<file path="config.mk">
export PLATFORM = sky130hd
export DESIGN_NAME = axiPortal
export DESIGN_NICKNAME = d
export VERILOG_FILES = /design/src/portalPkg.sv /design/src/axiPortal.sv /design/src/beatArbiter.sv /design/src/burstSequencer.sv /design/src/echoQueue.sv /design/src/portalRegs.sv
export SDC_FILE = /design/constraint.sdc
export NUM_CORES = 1
export LEC_CHECK = 0
export BUFFER_PORTS_ARGS = -buffer_cell sky130_fd_sc_hd__buf_4
export CAP_MARGIN = 15
export CELL_PAD_IN_SITES_DETAIL_PLACEMENT = 0
export CELL_PAD_IN_SITES_GLOBAL_PLACEMENT = 1
export CORE_MARGIN = 2
export CORE_UTILIZATION = 44
export CTS_BUF_LIST = sky130_fd_sc_hd__clkbuf_2
export DETAILED_ROUTE_END_ITERATION = 8
export PLACE_DENSITY = 0.82
export RECOVER_POWER = 100
export SETUP_SLACK_MARGIN = 0.15
export SLEW_MARGIN = 5
export SYNTH_ARGS = -nofsm -noshare
export SYNTH_HDL_FRONTEND = slang
export SYNTH_SLANG_ARGS = --single-unit
</file>
<file path="constraint.sdc">
create_clock -name CLK -period 3.8 [get_ports CLK]
set_input_delay 0.38 -clock CLK [delete_from_list [all_inputs] [get_ports CLK]]
set_output_delay 0.38 -clock CLK [all_outputs]
set_load 0.1 [all_outputs]
</file>
<file path="src/portalPkg.sv">
package portalPkg;

  localparam int ADDR_W = 13;  // bit 12 picks the indication side
  localparam int ID_W = 6;
  localparam int LEN_W = 4;
  localparam int DATA_W = 32;
  localparam int OFS_W = 5;  // byte offset inside a page

  localparam int ECHO_DEPTH = 4;
  localparam int PTR_W = $clog2(ECHO_DEPTH);
  localparam int CNT_W = $clog2(ECHO_DEPTH + 1);  // 0..ECHO_DEPTH

  localparam int PORTAL_REQ_ID = 5;
  localparam int PORTAL_IND_ID = 6;
  localparam int PORTAL_COUNT = 2;

  // control page
  localparam logic [OFS_W-1:0] OFS_INT_STATUS = 5'h00;
  localparam logic [OFS_W-1:0] OFS_INT_ENABLE = 5'h04;
  localparam logic [OFS_W-1:0] OFS_ONE = 5'h08;
  localparam logic [OFS_W-1:0] OFS_STATUS_COPY = 5'h0C;
  localparam logic [OFS_W-1:0] OFS_PORTAL_ID = 5'h10;
  localparam logic [OFS_W-1:0] OFS_PORTAL_COUNT = 5'h14;

  // request and indication portals
  localparam logic [OFS_W-1:0] OFS_DATA = 5'h00;
  localparam logic [OFS_W-1:0] OFS_STATUS = 5'h04;

  localparam logic [OFS_W-1:0] OFS_STEP = 5'h04;  // one word per beat

  typedef struct packed {
    logic [ADDR_W-1:0] addr;
    logic [ID_W-1:0] id;
    logic [LEN_W-1:0] len;  // beats minus one
  } axiAddrT;

  typedef struct packed {
    logic [OFS_W-1:0] offset;
    logic ctrlPage;  // bits 11..5 all zero
    logic indSel;
    logic [ID_W-1:0] id;
    logic last;
  } beatT;

  typedef struct packed {
    logic [DATA_W-1:0] data;
    logic [ID_W-1:0] id;
    logic last;
  } rDataT;

  typedef enum logic {
    BEAT_READ,
    BEAT_WRITE
  } beatKindT;

  typedef enum logic {
    SEQ_IDLE,
    SEQ_BURST
  } seqStateT;

endpackage

</file>
<file path="src/axiPortal.sv">
`timescale 1ns/100ps

module axiPortal (
  input  logic CLK,
  input  logic nRST,
  input  logic awValid,
  output logic awReady,
  input  portalPkg::axiAddrT aw,
  input  logic wValid,
  output logic wReady,
  input  logic [portalPkg::DATA_W-1:0] wData,
  input  logic wLast,  // beat count comes from AW
  output logic bValid,
  input  logic bReady,
  output logic [portalPkg::ID_W-1:0] bId,
  input  logic arValid,
  output logic arReady,
  input  portalPkg::axiAddrT ar,
  output logic rValid,
  input  logic rReady,
  output portalPkg::rDataT r,
  output logic interrupt
);

  logic arBeatValid;
  logic arBeatReady;
  portalPkg::beatT arBeat;
  logic awBeatValid;
  logic awBeatReady;
  portalPkg::beatT awBeat;

  logic grantValid;
  portalPkg::beatKindT grantKind;
  portalPkg::beatT grantBeat;
  logic [portalPkg::DATA_W-1:0] grantData;
  logic readSlotFree;
  logic writeSlotFree;

  logic pushValid;
  logic [portalPkg::DATA_W-1:0] pushData;
  logic popReq;
  logic [portalPkg::DATA_W-1:0] headData;
  logic notEmpty;
  logic notFull;
  logic [portalPkg::CNT_W-1:0] count;

  burstSequencer arSeq (
    .CLK(CLK), .nRST(nRST),
    .reqValid(arValid), .reqReady(arReady), .req(ar),
    .beatValid(arBeatValid), .beatReady(arBeatReady), .beat(arBeat)
  );

  burstSequencer awSeq (
    .CLK(CLK), .nRST(nRST),
    .reqValid(awValid), .reqReady(awReady), .req(aw),
    .beatValid(awBeatValid), .beatReady(awBeatReady), .beat(awBeat)
  );

  beatArbiter arb (
    .CLK(CLK), .nRST(nRST),
    .rdValid(arBeatValid), .rdReady(arBeatReady), .rdBeat(arBeat),
    .wrValid(awBeatValid), .wrReady(awBeatReady), .wrBeat(awBeat),
    .wValid(wValid), .wReady(wReady), .wData(wData),
    .readSlotFree(readSlotFree), .writeSlotFree(writeSlotFree),
    .grantValid(grantValid), .grantKind(grantKind),
    .grantBeat(grantBeat), .grantData(grantData)
  );

  portalRegs regs (
    .CLK(CLK), .nRST(nRST),
    .grantValid(grantValid), .grantKind(grantKind),
    .grantBeat(grantBeat), .grantData(grantData),
    .readSlotFree(readSlotFree), .writeSlotFree(writeSlotFree),
    .rValid(rValid), .rReady(rReady), .r(r),
    .bValid(bValid), .bReady(bReady), .bId(bId),
    .pushValid(pushValid), .pushData(pushData), .popReq(popReq),
    .headData(headData), .notEmpty(notEmpty), .notFull(notFull), .count(count),
    .interrupt(interrupt)
  );

  echoQueue queue (
    .CLK(CLK), .nRST(nRST),
    .pushValid(pushValid), .pushData(pushData), .notFull(notFull),
    .popReq(popReq), .headData(headData), .notEmpty(notEmpty), .count(count)
  );

endmodule

</file>
<file path="src/beatArbiter.sv">
`timescale 1ns/100ps

module beatArbiter (
  input  logic CLK,
  input  logic nRST,
  input  logic rdValid,
  output logic rdReady,
  input  portalPkg::beatT rdBeat,
  input  logic wrValid,
  output logic wrReady,
  input  portalPkg::beatT wrBeat,
  input  logic wValid,
  output logic wReady,
  input  logic [portalPkg::DATA_W-1:0] wData,
  input  logic readSlotFree,
  input  logic writeSlotFree,
  output logic grantValid,
  output portalPkg::beatKindT grantKind,
  output portalPkg::beatT grantBeat,
  output logic [portalPkg::DATA_W-1:0] grantData
);

  portalPkg::beatKindT lastKind;  // kind granted most recently

  logic rdOk;
  logic wrOk;
  logic pickWrite;

  assign rdOk = rdValid && readSlotFree;
  // a last write beat needs room for its B response
  assign wrOk = wrValid && wValid && (!wrBeat.last || writeSlotFree);
  assign pickWrite = wrOk && (!rdOk || lastKind == portalPkg::BEAT_READ);

  assign grantValid = rdOk || wrOk;
  assign grantKind = pickWrite ? portalPkg::BEAT_WRITE : portalPkg::BEAT_READ;
  assign grantBeat = pickWrite ? wrBeat : rdBeat;
  assign grantData = pickWrite ? wData : '0;

  assign rdReady = rdOk && !pickWrite;
  assign wrReady = pickWrite;  // beat and W word go together
  assign wReady = pickWrite;

  always_ff @(posedge CLK) begin
    if (!nRST) begin
      lastKind <= portalPkg::BEAT_WRITE;  // reads first after reset
    end else if (grantValid) begin
      lastKind <= grantKind;
    end
  end

endmodule

</file>
<file path="src/burstSequencer.sv">
`timescale 1ns/100ps

module burstSequencer (
  input  logic CLK,
  input  logic nRST,
  input  logic reqValid,
  output logic reqReady,
  input  portalPkg::axiAddrT req,
  output logic beatValid,
  input  logic beatReady,
  output portalPkg::beatT beat
);

  typedef logic [portalPkg::LEN_W:0] remainT;  // up to 16 beats

  portalPkg::seqStateT state;
  portalPkg::beatT cur;
  remainT remain;  // beats left including the current one

  logic reqTake;
  logic beatTake;

  assign reqReady = (state == portalPkg::SEQ_IDLE);
  assign beatValid = (state == portalPkg::SEQ_BURST);
  assign beat = cur;

  assign reqTake = reqValid && reqReady;
  assign beatTake = beatValid && beatReady;

  always_ff @(posedge CLK) begin
    if (!nRST) begin
      state <= portalPkg::SEQ_IDLE;
    end else begin
      case (state)
        portalPkg::SEQ_IDLE: begin
          if (reqTake) begin
            state <= portalPkg::SEQ_BURST;
          end
        end
        portalPkg::SEQ_BURST: begin
          if (beatTake && cur.last) begin
            state <= portalPkg::SEQ_IDLE;  // burst done
          end
        end
        default: state <= portalPkg::SEQ_IDLE;
      endcase
    end
  end

  // page selects decoded once per burst
  always_ff @(posedge CLK) begin
    if (reqTake) begin
      cur.offset <= req.addr[portalPkg::OFS_W-1:0];
      cur.ctrlPage <= (req.addr[portalPkg::ADDR_W-2:portalPkg::OFS_W] == '0);
      cur.indSel <= req.addr[portalPkg::ADDR_W-1];
      cur.id <= req.id;
      cur.last <= (req.len == '0);
      remain <= remainT'(req.len) + remainT'(1);
    end else if (beatTake) begin
      cur.offset <= cur.offset + portalPkg::OFS_STEP;
      cur.last <= (remain == remainT'(2));  // next one is the final beat
      remain <= remain - remainT'(1);
    end
  end

endmodule

</file>
<file path="src/echoQueue.sv">
`timescale 1ns/100ps

module echoQueue (
  input  logic CLK,
  input  logic nRST,
  input  logic pushValid,
  input  logic [portalPkg::DATA_W-1:0] pushData,
  output logic notFull,
  input  logic popReq,
  output logic [portalPkg::DATA_W-1:0] headData,
  output logic notEmpty,
  output logic [portalPkg::CNT_W-1:0] count
);

  typedef logic [portalPkg::PTR_W-1:0] ptrT;
  typedef logic [portalPkg::CNT_W-1:0] cntT;

  logic [portalPkg::DATA_W-1:0] mem [portalPkg::ECHO_DEPTH];
  ptrT wrPtr;
  ptrT rdPtr;
  logic doPush;
  logic doPop;

  assign notFull = (count != cntT'(portalPkg::ECHO_DEPTH));
  assign notEmpty = (count != '0);
  assign headData = mem[rdPtr];

  assign doPush = pushValid && notFull;  // extra words are dropped
  assign doPop = popReq && notEmpty;

  always_ff @(posedge CLK) begin
    if (!nRST) begin
      wrPtr <= '0;
      rdPtr <= '0;
      count <= '0;
    end else begin
      if (doPush) begin
        wrPtr <= (wrPtr == ptrT'(portalPkg::ECHO_DEPTH - 1)) ? '0 : wrPtr + ptrT'(1);
      end
      if (doPop) begin
        rdPtr <= (rdPtr == ptrT'(portalPkg::ECHO_DEPTH - 1)) ? '0 : rdPtr + ptrT'(1);
      end
      case ({doPush, doPop})
        2'b10: count <= count + cntT'(1);
        2'b01: count <= count - cntT'(1);
        default: count <= count;  // idle or both
      endcase
    end
  end

  always_ff @(posedge CLK) begin
    if (doPush) begin
      mem[wrPtr] <= pushData;
    end
  end

endmodule

</file>
<file path="src/portalRegs.sv">
`timescale 1ns/100ps

module portalRegs (
  input  logic CLK,
  input  logic nRST,
  input  logic grantValid,
  input  portalPkg::beatKindT grantKind,
  input  portalPkg::beatT grantBeat,
  input  logic [portalPkg::DATA_W-1:0] grantData,
  output logic readSlotFree,
  output logic writeSlotFree,
  output logic rValid,
  input  logic rReady,
  output portalPkg::rDataT r,
  output logic bValid,
  input  logic bReady,
  output logic [portalPkg::ID_W-1:0] bId,
  output logic pushValid,
  output logic [portalPkg::DATA_W-1:0] pushData,
  output logic popReq,
  input  logic [portalPkg::DATA_W-1:0] headData,
  input  logic notEmpty,
  input  logic notFull,
  input  logic [portalPkg::CNT_W-1:0] count,
  output logic interrupt
);

  typedef logic [portalPkg::DATA_W-1:0] wordT;

  logic rdGrant;
  logic wrGrant;
  logic reqPage;
  logic intEnable;
  logic rdPop;
  wordT rdWord;

  assign rdGrant = grantValid && (grantKind == portalPkg::BEAT_READ);
  assign wrGrant = grantValid && (grantKind == portalPkg::BEAT_WRITE);
  assign reqPage = !grantBeat.ctrlPage && !grantBeat.indSel;

  assign readSlotFree = !rValid || rReady;  // R register empty or draining
  assign writeSlotFree = !bValid || bReady;

  always_comb begin
    rdWord = '0;
    rdPop = 1'b0;
    if (grantBeat.ctrlPage) begin
      case (grantBeat.offset)
        portalPkg::OFS_INT_STATUS: rdWord = wordT'(notEmpty);
        portalPkg::OFS_INT_ENABLE: rdWord = wordT'(intEnable);
        portalPkg::OFS_ONE: rdWord = wordT'(1);
        portalPkg::OFS_STATUS_COPY: rdWord = wordT'(notEmpty);
        portalPkg::OFS_PORTAL_ID: begin
          rdWord = grantBeat.indSel ? wordT'(portalPkg::PORTAL_IND_ID)
                                    : wordT'(portalPkg::PORTAL_REQ_ID);
        end
        portalPkg::OFS_PORTAL_COUNT: rdWord = wordT'(portalPkg::PORTAL_COUNT);
        default: rdWord = '0;
      endcase
    end else if (grantBeat.indSel) begin
      case (grantBeat.offset)
        portalPkg::OFS_DATA: begin
          rdWord = notEmpty ? headData : '0;  // empty queue reads zero
          rdPop = notEmpty;
        end
        portalPkg::OFS_STATUS: rdWord = wordT'(count);
        default: rdWord = '0;
      endcase
    end else if (grantBeat.offset == portalPkg::OFS_STATUS) begin
      rdWord = wordT'(notFull);  // request side has room
    end
  end

  assign popReq = rdGrant && rdPop;
  assign pushValid = wrGrant && reqPage && (grantBeat.offset == portalPkg::OFS_DATA) && notFull;
  assign pushData = grantData;

  assign interrupt = intEnable && notEmpty;

  always_ff @(posedge CLK) begin
    if (!nRST) begin
      rValid <= 1'b0;
      bValid <= 1'b0;
      intEnable <= 1'b0;
    end else begin
      if (rdGrant) begin
        rValid <= 1'b1;
      end else if (rReady) begin
        rValid <= 1'b0;
      end
      if (wrGrant && grantBeat.last) begin
        bValid <= 1'b1;
      end else if (bReady) begin
        bValid <= 1'b0;
      end
      if (wrGrant && grantBeat.ctrlPage && grantBeat.offset == portalPkg::OFS_INT_ENABLE) begin
        intEnable <= grantData[0];
      end
    end
  end

  always_ff @(posedge CLK) begin
    if (rdGrant) begin
      r <= '{data: rdWord, id: grantBeat.id, last: grantBeat.last};
    end
    if (wrGrant && grantBeat.last) begin
      bId <= grantBeat.id;
    end
  end

endmodule

</file>
==> impl_results.md, run 1 <==
- Ys Warns: 0
- Fraction of layout cells with a size suffix above 1: 25.1%
- Via count: between 5k and 6k
- Via/cell ratio: 4.90
- Total wire length: 18700 um
- Core ar.: 0.0208 mm2
- DRT Pass-1 Iters: 4
- DP Wirelength: 11400 um
- Gr usage total: between 15 and 20%
- Ant diodes: 0
- Post-DRT Antenna Nets: 0
- Area occupied by multi-input gates: roughly 0.0025 mm2
- CP Launch Type: flip-flop
- Die Y-Extent: between 100 and 150 um
- Sum of negative setup slack: 0 ps
- Avg WL per Cell: 16.5 um
- Final period utilization: between 80% and 90%
- Total CTS buffers: 53
- CTS root buf: clkbuf_2
- Post-Syn Nets: 670
- Syn avg cell area: 16.3 um2
- Final Util: 55.8%
- Filler cell count: 1740
- Final count of negative-setup-slack endpoints: 0
- Area delta synth->final: 25.6%
- Final hold violations: 0
- Row Count: 53
- Rel. slew slack: -29.2%
- Distinct cells, synth: 43
- Clock Skew: about 45 ps
- DR DRC count: 0
- TritonCTS clock tree: done
- Clock transition at the registers of the reported paths: ~110 ps
- CTS Sinks: around 230
- Tightest Pin Transition: just under 2000 ps
- Port bufs: roughly 140
- Critical path capture point type: flip-flop
- Die Wd: ~150 um
- Hold Path Class: in -> reg
- DR iter-0 viols: roughly 330
- Netlist Area Pre-Place: 0.00925 mm2
- Grt total ovfl: 0
- Initial antenna violation count: 0
- Post-synthesis sequential element count: 226
- Register area: 0.00664 mm2
- Peak supply drop: between 0.15 and 0.2 mV
- Fmax: slightly above 300 MHz
- Die area: approximately 0.022 mm2
- Seq/Total Area, Yosys: a little under three quarters
- H-Tree Depth: 2
- CP max FO: 21
- RSZ-0062 raised after global routing: no
- Skew-Pair Late Insertion Delay: 770 ps
- Largest buffer count on any clock path: 3
- First-pass GRT wire length: slightly below 30000 um
- Pins Over Slew Limit: 42
- Gpl congestion: 0.807
- CP arrival: 3660 ps
- Status: finished, violations left
- Tmin final: 3220 ps
- Vias in the first global route: 5824
- Leak: 4.28 nW
- Nets@finish: around 930
- Pwr Density: ~420 mW/mm2
- I/O pins: approximately 140
- Worst Path Required: 4240 ps
- Largest net degree at the start of global routing: between 40 and 50
- Max-Cap Viols: 1
- Synth Instances: 567
- Crit path kind: reg -> reg
- Starting density of the core: between 40% and 50%
- Failing checks: capacitance limit, slew limit
cell usage in the layout (no fill, tap or decap), types with 2 or more instances in the layout:
master         synthesis  final
nor4_1                 4      4
nor3_1                 5      5
nor2b_1                8      8
and2_0                 0     45
xor2_1                 7      7
o21ai_0               16     16
inv_1                 18     18
dfxtp_1               15     13
clkbuf_1              18     52
xnor2_1                7      7
clkbuf_4               0     16
o2111ai_1              2      2
or4_1                  4      4
nand4_1                2      2
nand2b_1               3      3
ha_1                  16     16
a31oi_1                2      2
nand3b_1               5      5
mux4_2                32     32
nand2_1               46     46
clkinv_2               0      3
clkbuf_2               0     79
and2_1                69     23
nand3_1               10     10
mux2i_1                7      6
edfxtp_1             211    211
dfxtp_2                0      2
nand4b_1               3      3
a21oi_1               12     12
a32oi_1                3      3
dlygate4sd3_1          0     73
nor2_1                24     24
buf_4                  0     76
clkinv_1               0     16
cell families (layout without fill, tap and decap cells):
kind of cell,Yosys count,in the layout,share of synthesized area [%]
DFF,226,226,71.7
and+or+nand+nor,188,188,10.9
AOI/OAI and AO/OA,42,42,3.19
muxes,41,41,8.83
buffers and inverters,39,335,1.64
adders and majority gates,17,17,2.38
xor gates and xnor gates,14,14,1.33
final cells by class:
cell class                 instances  share of cell area, %
clock inverter                    20                  0.678
clock buffer                      76                   3.27
multi-input combinational        302                   21.3
sequential                       226                   57.1
inverter                          19                  0.635
timing repair buffer             220                   14.0
tap                              275                   2.96
power breakdown:
group          leakage (nW)  switching [mW]  internal (mW)
clock                 0.357           0.915          0.540
sequential             2.14          0.0521           2.80
combinational          1.77           0.385          0.183
total                  4.28            1.35           3.53
registers in the layout, summed over array words and instances, names as in the netlist, named ones only:
| register | flops |
|---|---|
| regs.intEnable | 1 |
| queue.mem | 128 |
| queue.wrPtr | 2 |
| queue.rdPtr | 2 |
| awSeq.beatValid | 1 |
| awSeq.beat | 14 |
| queue.count | 3 |
| awSeq.remain | 5 |
| arSeq.remain | 5 |
| regs.bId | 6 |
| regs.r | 39 |
| arSeq.beat | 14 |
| arSeq.beatValid | 1 |
| arb.lastKind | 1 |
| regs.bValid | 1 |
| regs.rValid | 1 |
critical path, stage by stage (launching register included):
cell       delay [ps]
dfxtp_1           370
nor2b_1           280
o2111ai_4         370
a2111oi_4         590
and2_1            960
buf_4             330
path summary, 6_finish.rpt:
check                           start                    endpoint  slack, ps  depth (start not counted)
max reg2reg  regs.rValid$_SDFFE_PN0P_   queue.mem[1][3]$_DFFE_PP_        580                          5
min reg2reg   arSeq.beat[0]$_DFFE_PP_  arSeq.beatValid$_SDFF_PN0_        490                          1
max          regs.rValid$_SDFFE_PN0P_   queue.mem[1][3]$_DFFE_PP_        580                          5
min                             ar[2]     arSeq.beat[0]$_DFFE_PP_         90                          4
per-layer routing:
metal,routed length [um],track usage (%),vias up
met5,0,0,-
met4,222,5.38,0
met3,998,4.01,20
met2,9580,29.6,166
met1,7940,21.1,2703
li1,-,-,2682
cell usage after synthesis (all sizes together):
cell type,count,area [um2]
edfxtp,211,6340
and2,69,432
nand2,47,179
mux4,32,721
nor2,24,90.1
inv,19,73.8
clkbuf,18,67.6
ha,16,200
o21ai,16,80.1
dfxtp,15,300
a21oi,12,60.1
nand3,10,50.1
nor2b,8,50.1
mux2i,7,70.1
xnor2,7,61.3
xor2,7,61.3
nand3b,5,37.5
nor3,5,25.0
nor4,5,37.5
or4,4,30.0
a32oi,3,26.3
nand2b,3,18.8
nand4b,3,26.3
o2111ai,3,43.8
a31oi,2,12.5
buf,2,10.0
mux2,2,26.3
nand4,2,12.5
a2111o,1,11.3
a2111oi,1,27.5
a22o,1,8.76
a22oi,1,7.51
a41o,1,10.0
fa,1,20.0
nor4b,1,8.76
o211ai,1,7.51
or2,1,6.26
or3,1,6.26
through the flow:
stage / cells / instance area [um2] / hold slack, ps / setup slack, ps / power, mW
finish: 1138 / 11600 / 91.2 / 582 / 4.88
CTS: 1138 / 11800 / 2.41 / 763 / 4.98
global route: 1138 / 11600 / 51.4 / 324 / 5.11
floorplan: 567 / 9250 / 423 / 540 / 3.27
global placement: 969 / 10600 / 472 / 754 / 3.43
detailed placement: 969 / 10600 / 476 / 682 / 3.45
repair_timing:
item | CTS | global route
endpoints found under the hold margin | 171 | 0
setup endpoints to repair | 0 | 0
setup buffers | 0 | 0
hold buffers | 73 | 0
gates resized for setup | 0 | 0
No activity file was read; power rests on OpenSTA's default activity.
==> run 2, diff against run 1 <==
--- a/config.mk
+++ b/config.mk
@@ -13,7 +13,7 @@
 export CORE_UTILIZATION = 44
 export CTS_BUF_LIST = sky130_fd_sc_hd__clkbuf_2
 export DETAILED_ROUTE_END_ITERATION = 8
-export PLACE_DENSITY = 0.82
+export PLACE_DENSITY = 0.85
 export RECOVER_POWER = 100
 export SETUP_SLACK_MARGIN = 0.15
 export SLEW_MARGIN = 5
==> constraint.sdc (replaced) <==
create_clock -name CLK -period 2.7 [get_ports CLK]
set_input_delay 0.27 -clock CLK [delete_from_list [all_inputs] [get_ports CLK]]
set_output_delay 0.27 -clock CLK [all_outputs]
set_load 0.1 [all_outputs]
==> run 2 against run 1 <==
Hold slack improved by 140 ps; sequential share of layout area shrank 1.1 points; clock-buffer cell count unchanged; wire length rose by 5.7%; utilization rose by 1.1 points; critical path type unchanged; first-iteration DRC count decreased by 31%; sequential power is 41% higher; maximum frequency increased by 25%; largest cell class unchanged; the flow now finishes without violations; total power up 42%; global-route usage grew 1.1 points; highest routed layer unchanged; register-to-register slack got worse by 460 ps; clock skew rose by 2.4 ps.
==> impl_results.md, run 2 (synthesized netlist as in run 1, its figures left out) <==
- CTS root buf: clkbuf_2
- Gpl congestion: 0.807 (about the same)
- DR iter-0 viols: 229 (-31%)
- Critical path capture point type: flip-flop
- Total CTS buffers: 54 (+1.9%)
- Hold Path Class: in -> reg
- R2R depth: 9 (+4)
- Clock Skew: 47.6 ps (+2.40 ps)
- Met2 global-route usage: 32.8% (+3.2 points)
- Placed Area: 0.0108 mm2 (+1.1%)
- Crit path launch: queue.count[1]$_SDFFE_PN0P_
- Die area: 0.0222 mm2 (unchanged)
- Rel. slew slack: 8.46% (+38 points)
- CP max FO: 5 (-76%)
- Area delta synth->final: 28.1%
- Gr usage total: 18.1% (+1.1 points)
- Sum of negative setup slack: 0 ps (unchanged)
- Initial antenna violation count: 0 (unchanged)
- Reg2reg end: queue.count[2]$_SDFFE_PN0P_
- Reg2reg setup slack: 120 ps (-460 ps)
- DRT Pass-1 Iters: 4 (unchanged)
- Total wire length: 19800 um (+5.7%)
- Biggest regs: queue.mem x128, regs.r x39
- Final count of negative-setup-slack endpoints: 0 (unchanged)
- Pwr Density: 583 mW/mm2 (+39%)
- Tightest Pin Transition: 1370 ps (-563 ps)
- Starting density of the core: 44.4% (unchanged)
- Nets@finish: 947 (+2.4%)
- Status: completed
- Placed cells: 979 (+1.0%)
- Grt total ovfl: 0 (unchanged)
- Leak: 4.38 nW (+2.5%)
- TritonCTS clock tree: done
- Largest buffer count on any clock path: 3 (unchanged)
- Clock transition at the registers of the reported paths: 110 ps (about the same)
- CTS Sinks: 226 (unchanged)
- Met3 Track Usage GR: 4.59% (+0.58 points)
- Reg with most FFs: queue.mem
- Peak supply drop: 0.224 mV (+30%)
- Final period utilization: 95.6% (+11 points)
- Row Count: 53 (unchanged)
- Largest net degree at the start of global routing: 40 (-4.8%)
- Filler cell count: 1741 (+0.057%)
- Fmax: 388 MHz (+25%)
- I/O pins: 137 (unchanged)
- Fraction of layout cells with a size suffix above 1: 28.3% (+3.1 points)
- Min-delay src: wValid
- CP Launch Type: flip-flop
- Max FFs per register: 128 (unchanged)
- Core ar.: 0.0208 mm2 (unchanged)
- Post-DRT Antenna Nets: 0 (unchanged)
- DR DRC count: 0 (unchanged)
- Skew-Pair Late Insertion Delay: 800 ps (+30 ps)
- Via count: 5771 (+3.6%)
- Worst Path Required: 3390 ps (-850 ps)
- Via/cell ratio: 4.99 (+2.0%)
- Port bufs: 135 (unchanged)
- Die Y-Extent: 149 um (unchanged)
- Hold Path Sink: queue.count[0]$_SDFFE_PN0P_
- Tmin final: 2580 ps (-638 ps)
- Most common cell after layout, fill and taps aside: edfxtp_1
- Final Power: 6.91 mW (+42%)
- Crit path kind: reg -> reg
- Ant diodes: 0 (unchanged)
- First-pass GRT wire length: 30900 um (+5.9%)
- Vias in the first global route: 6203 (+6.5%)
- FF-to-FF Start: queue.count[1]$_SDFFE_PN0P_
- Grt met1 use: 21.1% (-0.047 points)
- Non-filler cells in the finished layout: 1156 (+1.6%)
- H-Tree Depth: 2 (unchanged)
- CP arrival: 3280 ps (-380 ps)
- Final hold violations: 0 (unchanged)
- Pins Over Slew Limit: 0 (-100%)
- Commonest cells after routing, fill and taps aside: edfxtp_1, clkbuf_2, dlygate4sd3_1, buf_4, and2_0
- Grt peak-use layer: met2
- RSZ-0062 raised after global routing: yes
- Post-route cell area: 0.0119 mm2 (+2.0%)
- Die Wd: 149 um (unchanged)
- Hold path depth: 7 (+3)
- Avg WL per Cell: 17.1 um (+4.0%)
- Max-Cap Viols: 0 (-1)
- DP Wirelength: 11900 um (+4.4%)
run 2: worst max-delay path: stages, from the launching register on:
cell	delay [ps]
dfxtp_1	370
nor3_1	480
nand4b_1	240
mux2_4	190
nor2_1	60
ha_4	190
fa_2	350
xnor2_2	160
or3_1	330
a21oi_2	130
run 2: per-layer routing:
| metal | wire length [um] | vias up |
|---|---|---|
| met5 | 0 | - |
| met4 | 303 | 0 |
| met3 | 1210 | 33 |
| met2 | 10200 | 181 |
| met1 | 8050 | 2837 |
| li1 | - | 2720 |
run 2: area by class of cell:
class	instances	area (um2)	share of cell area, %
Clock buffer	76	380	3.21
Clock inverter	17	76.3	0.644
Inverter	19	73.8	0.623
Multi-Input combinational cell	302	2510	21.2
Sequential cell	226	6640	56.0
Tap cell	275	344	2.90
Timing Repair Buffer	241	1820	15.4
run 2: timing repair:
item	CTS	global route
cloned	1	0
hold buffers	79	0
pin swaps	5	5
endpoints found under the setup margin	2	3
setup buffers	4	0
gates resized for setup	7	6
hold endpoints to repair	187	0
run 2: power by group:
| group | internal, mW | total (mW) | switching [mW] |
|---|---|---|---|
| logic | 0.284 | 0.838 | 0.555 |
| registers | 3.94 | 4.02 | 0.0713 |
| clock network | 0.763 | 2.06 | 1.29 |
| total | 4.99 | 6.91 | 1.92 |
run 2: worst max-delay path by stage:
| stage | end | cells after the start |
|---|---|---|
| 2_1_floorplan | queue.count[2]$_SDFFE_PN0P_ | 9 |
| 3_3_place_gp | queue.count[2]$_SDFFE_PN0P_ | 9 |
| 3_5_place_dp | queue.count[2]$_SDFFE_PN0P_ | 9 |
| 4_1_cts | queue.count[2]$_SDFFE_PN0P_ | 9 |
| 5_1_grt | flip-flop | 9 |
| 6_report | queue.count[2]$_SDFFE_PN0P_ | 9 |
run 2: stage by stage:
stage	hold slack [ps]	worst slack [ps]	utilization, %
4_1_cts	142	159	58.1
3_3_place_gp	450	109	51.7
3_5_place_dp	450	19.1	51.7
6_report	229	120	56.9
5_1_grt	147	20.1	56.9
2_1_floorplan	346	65.3	-
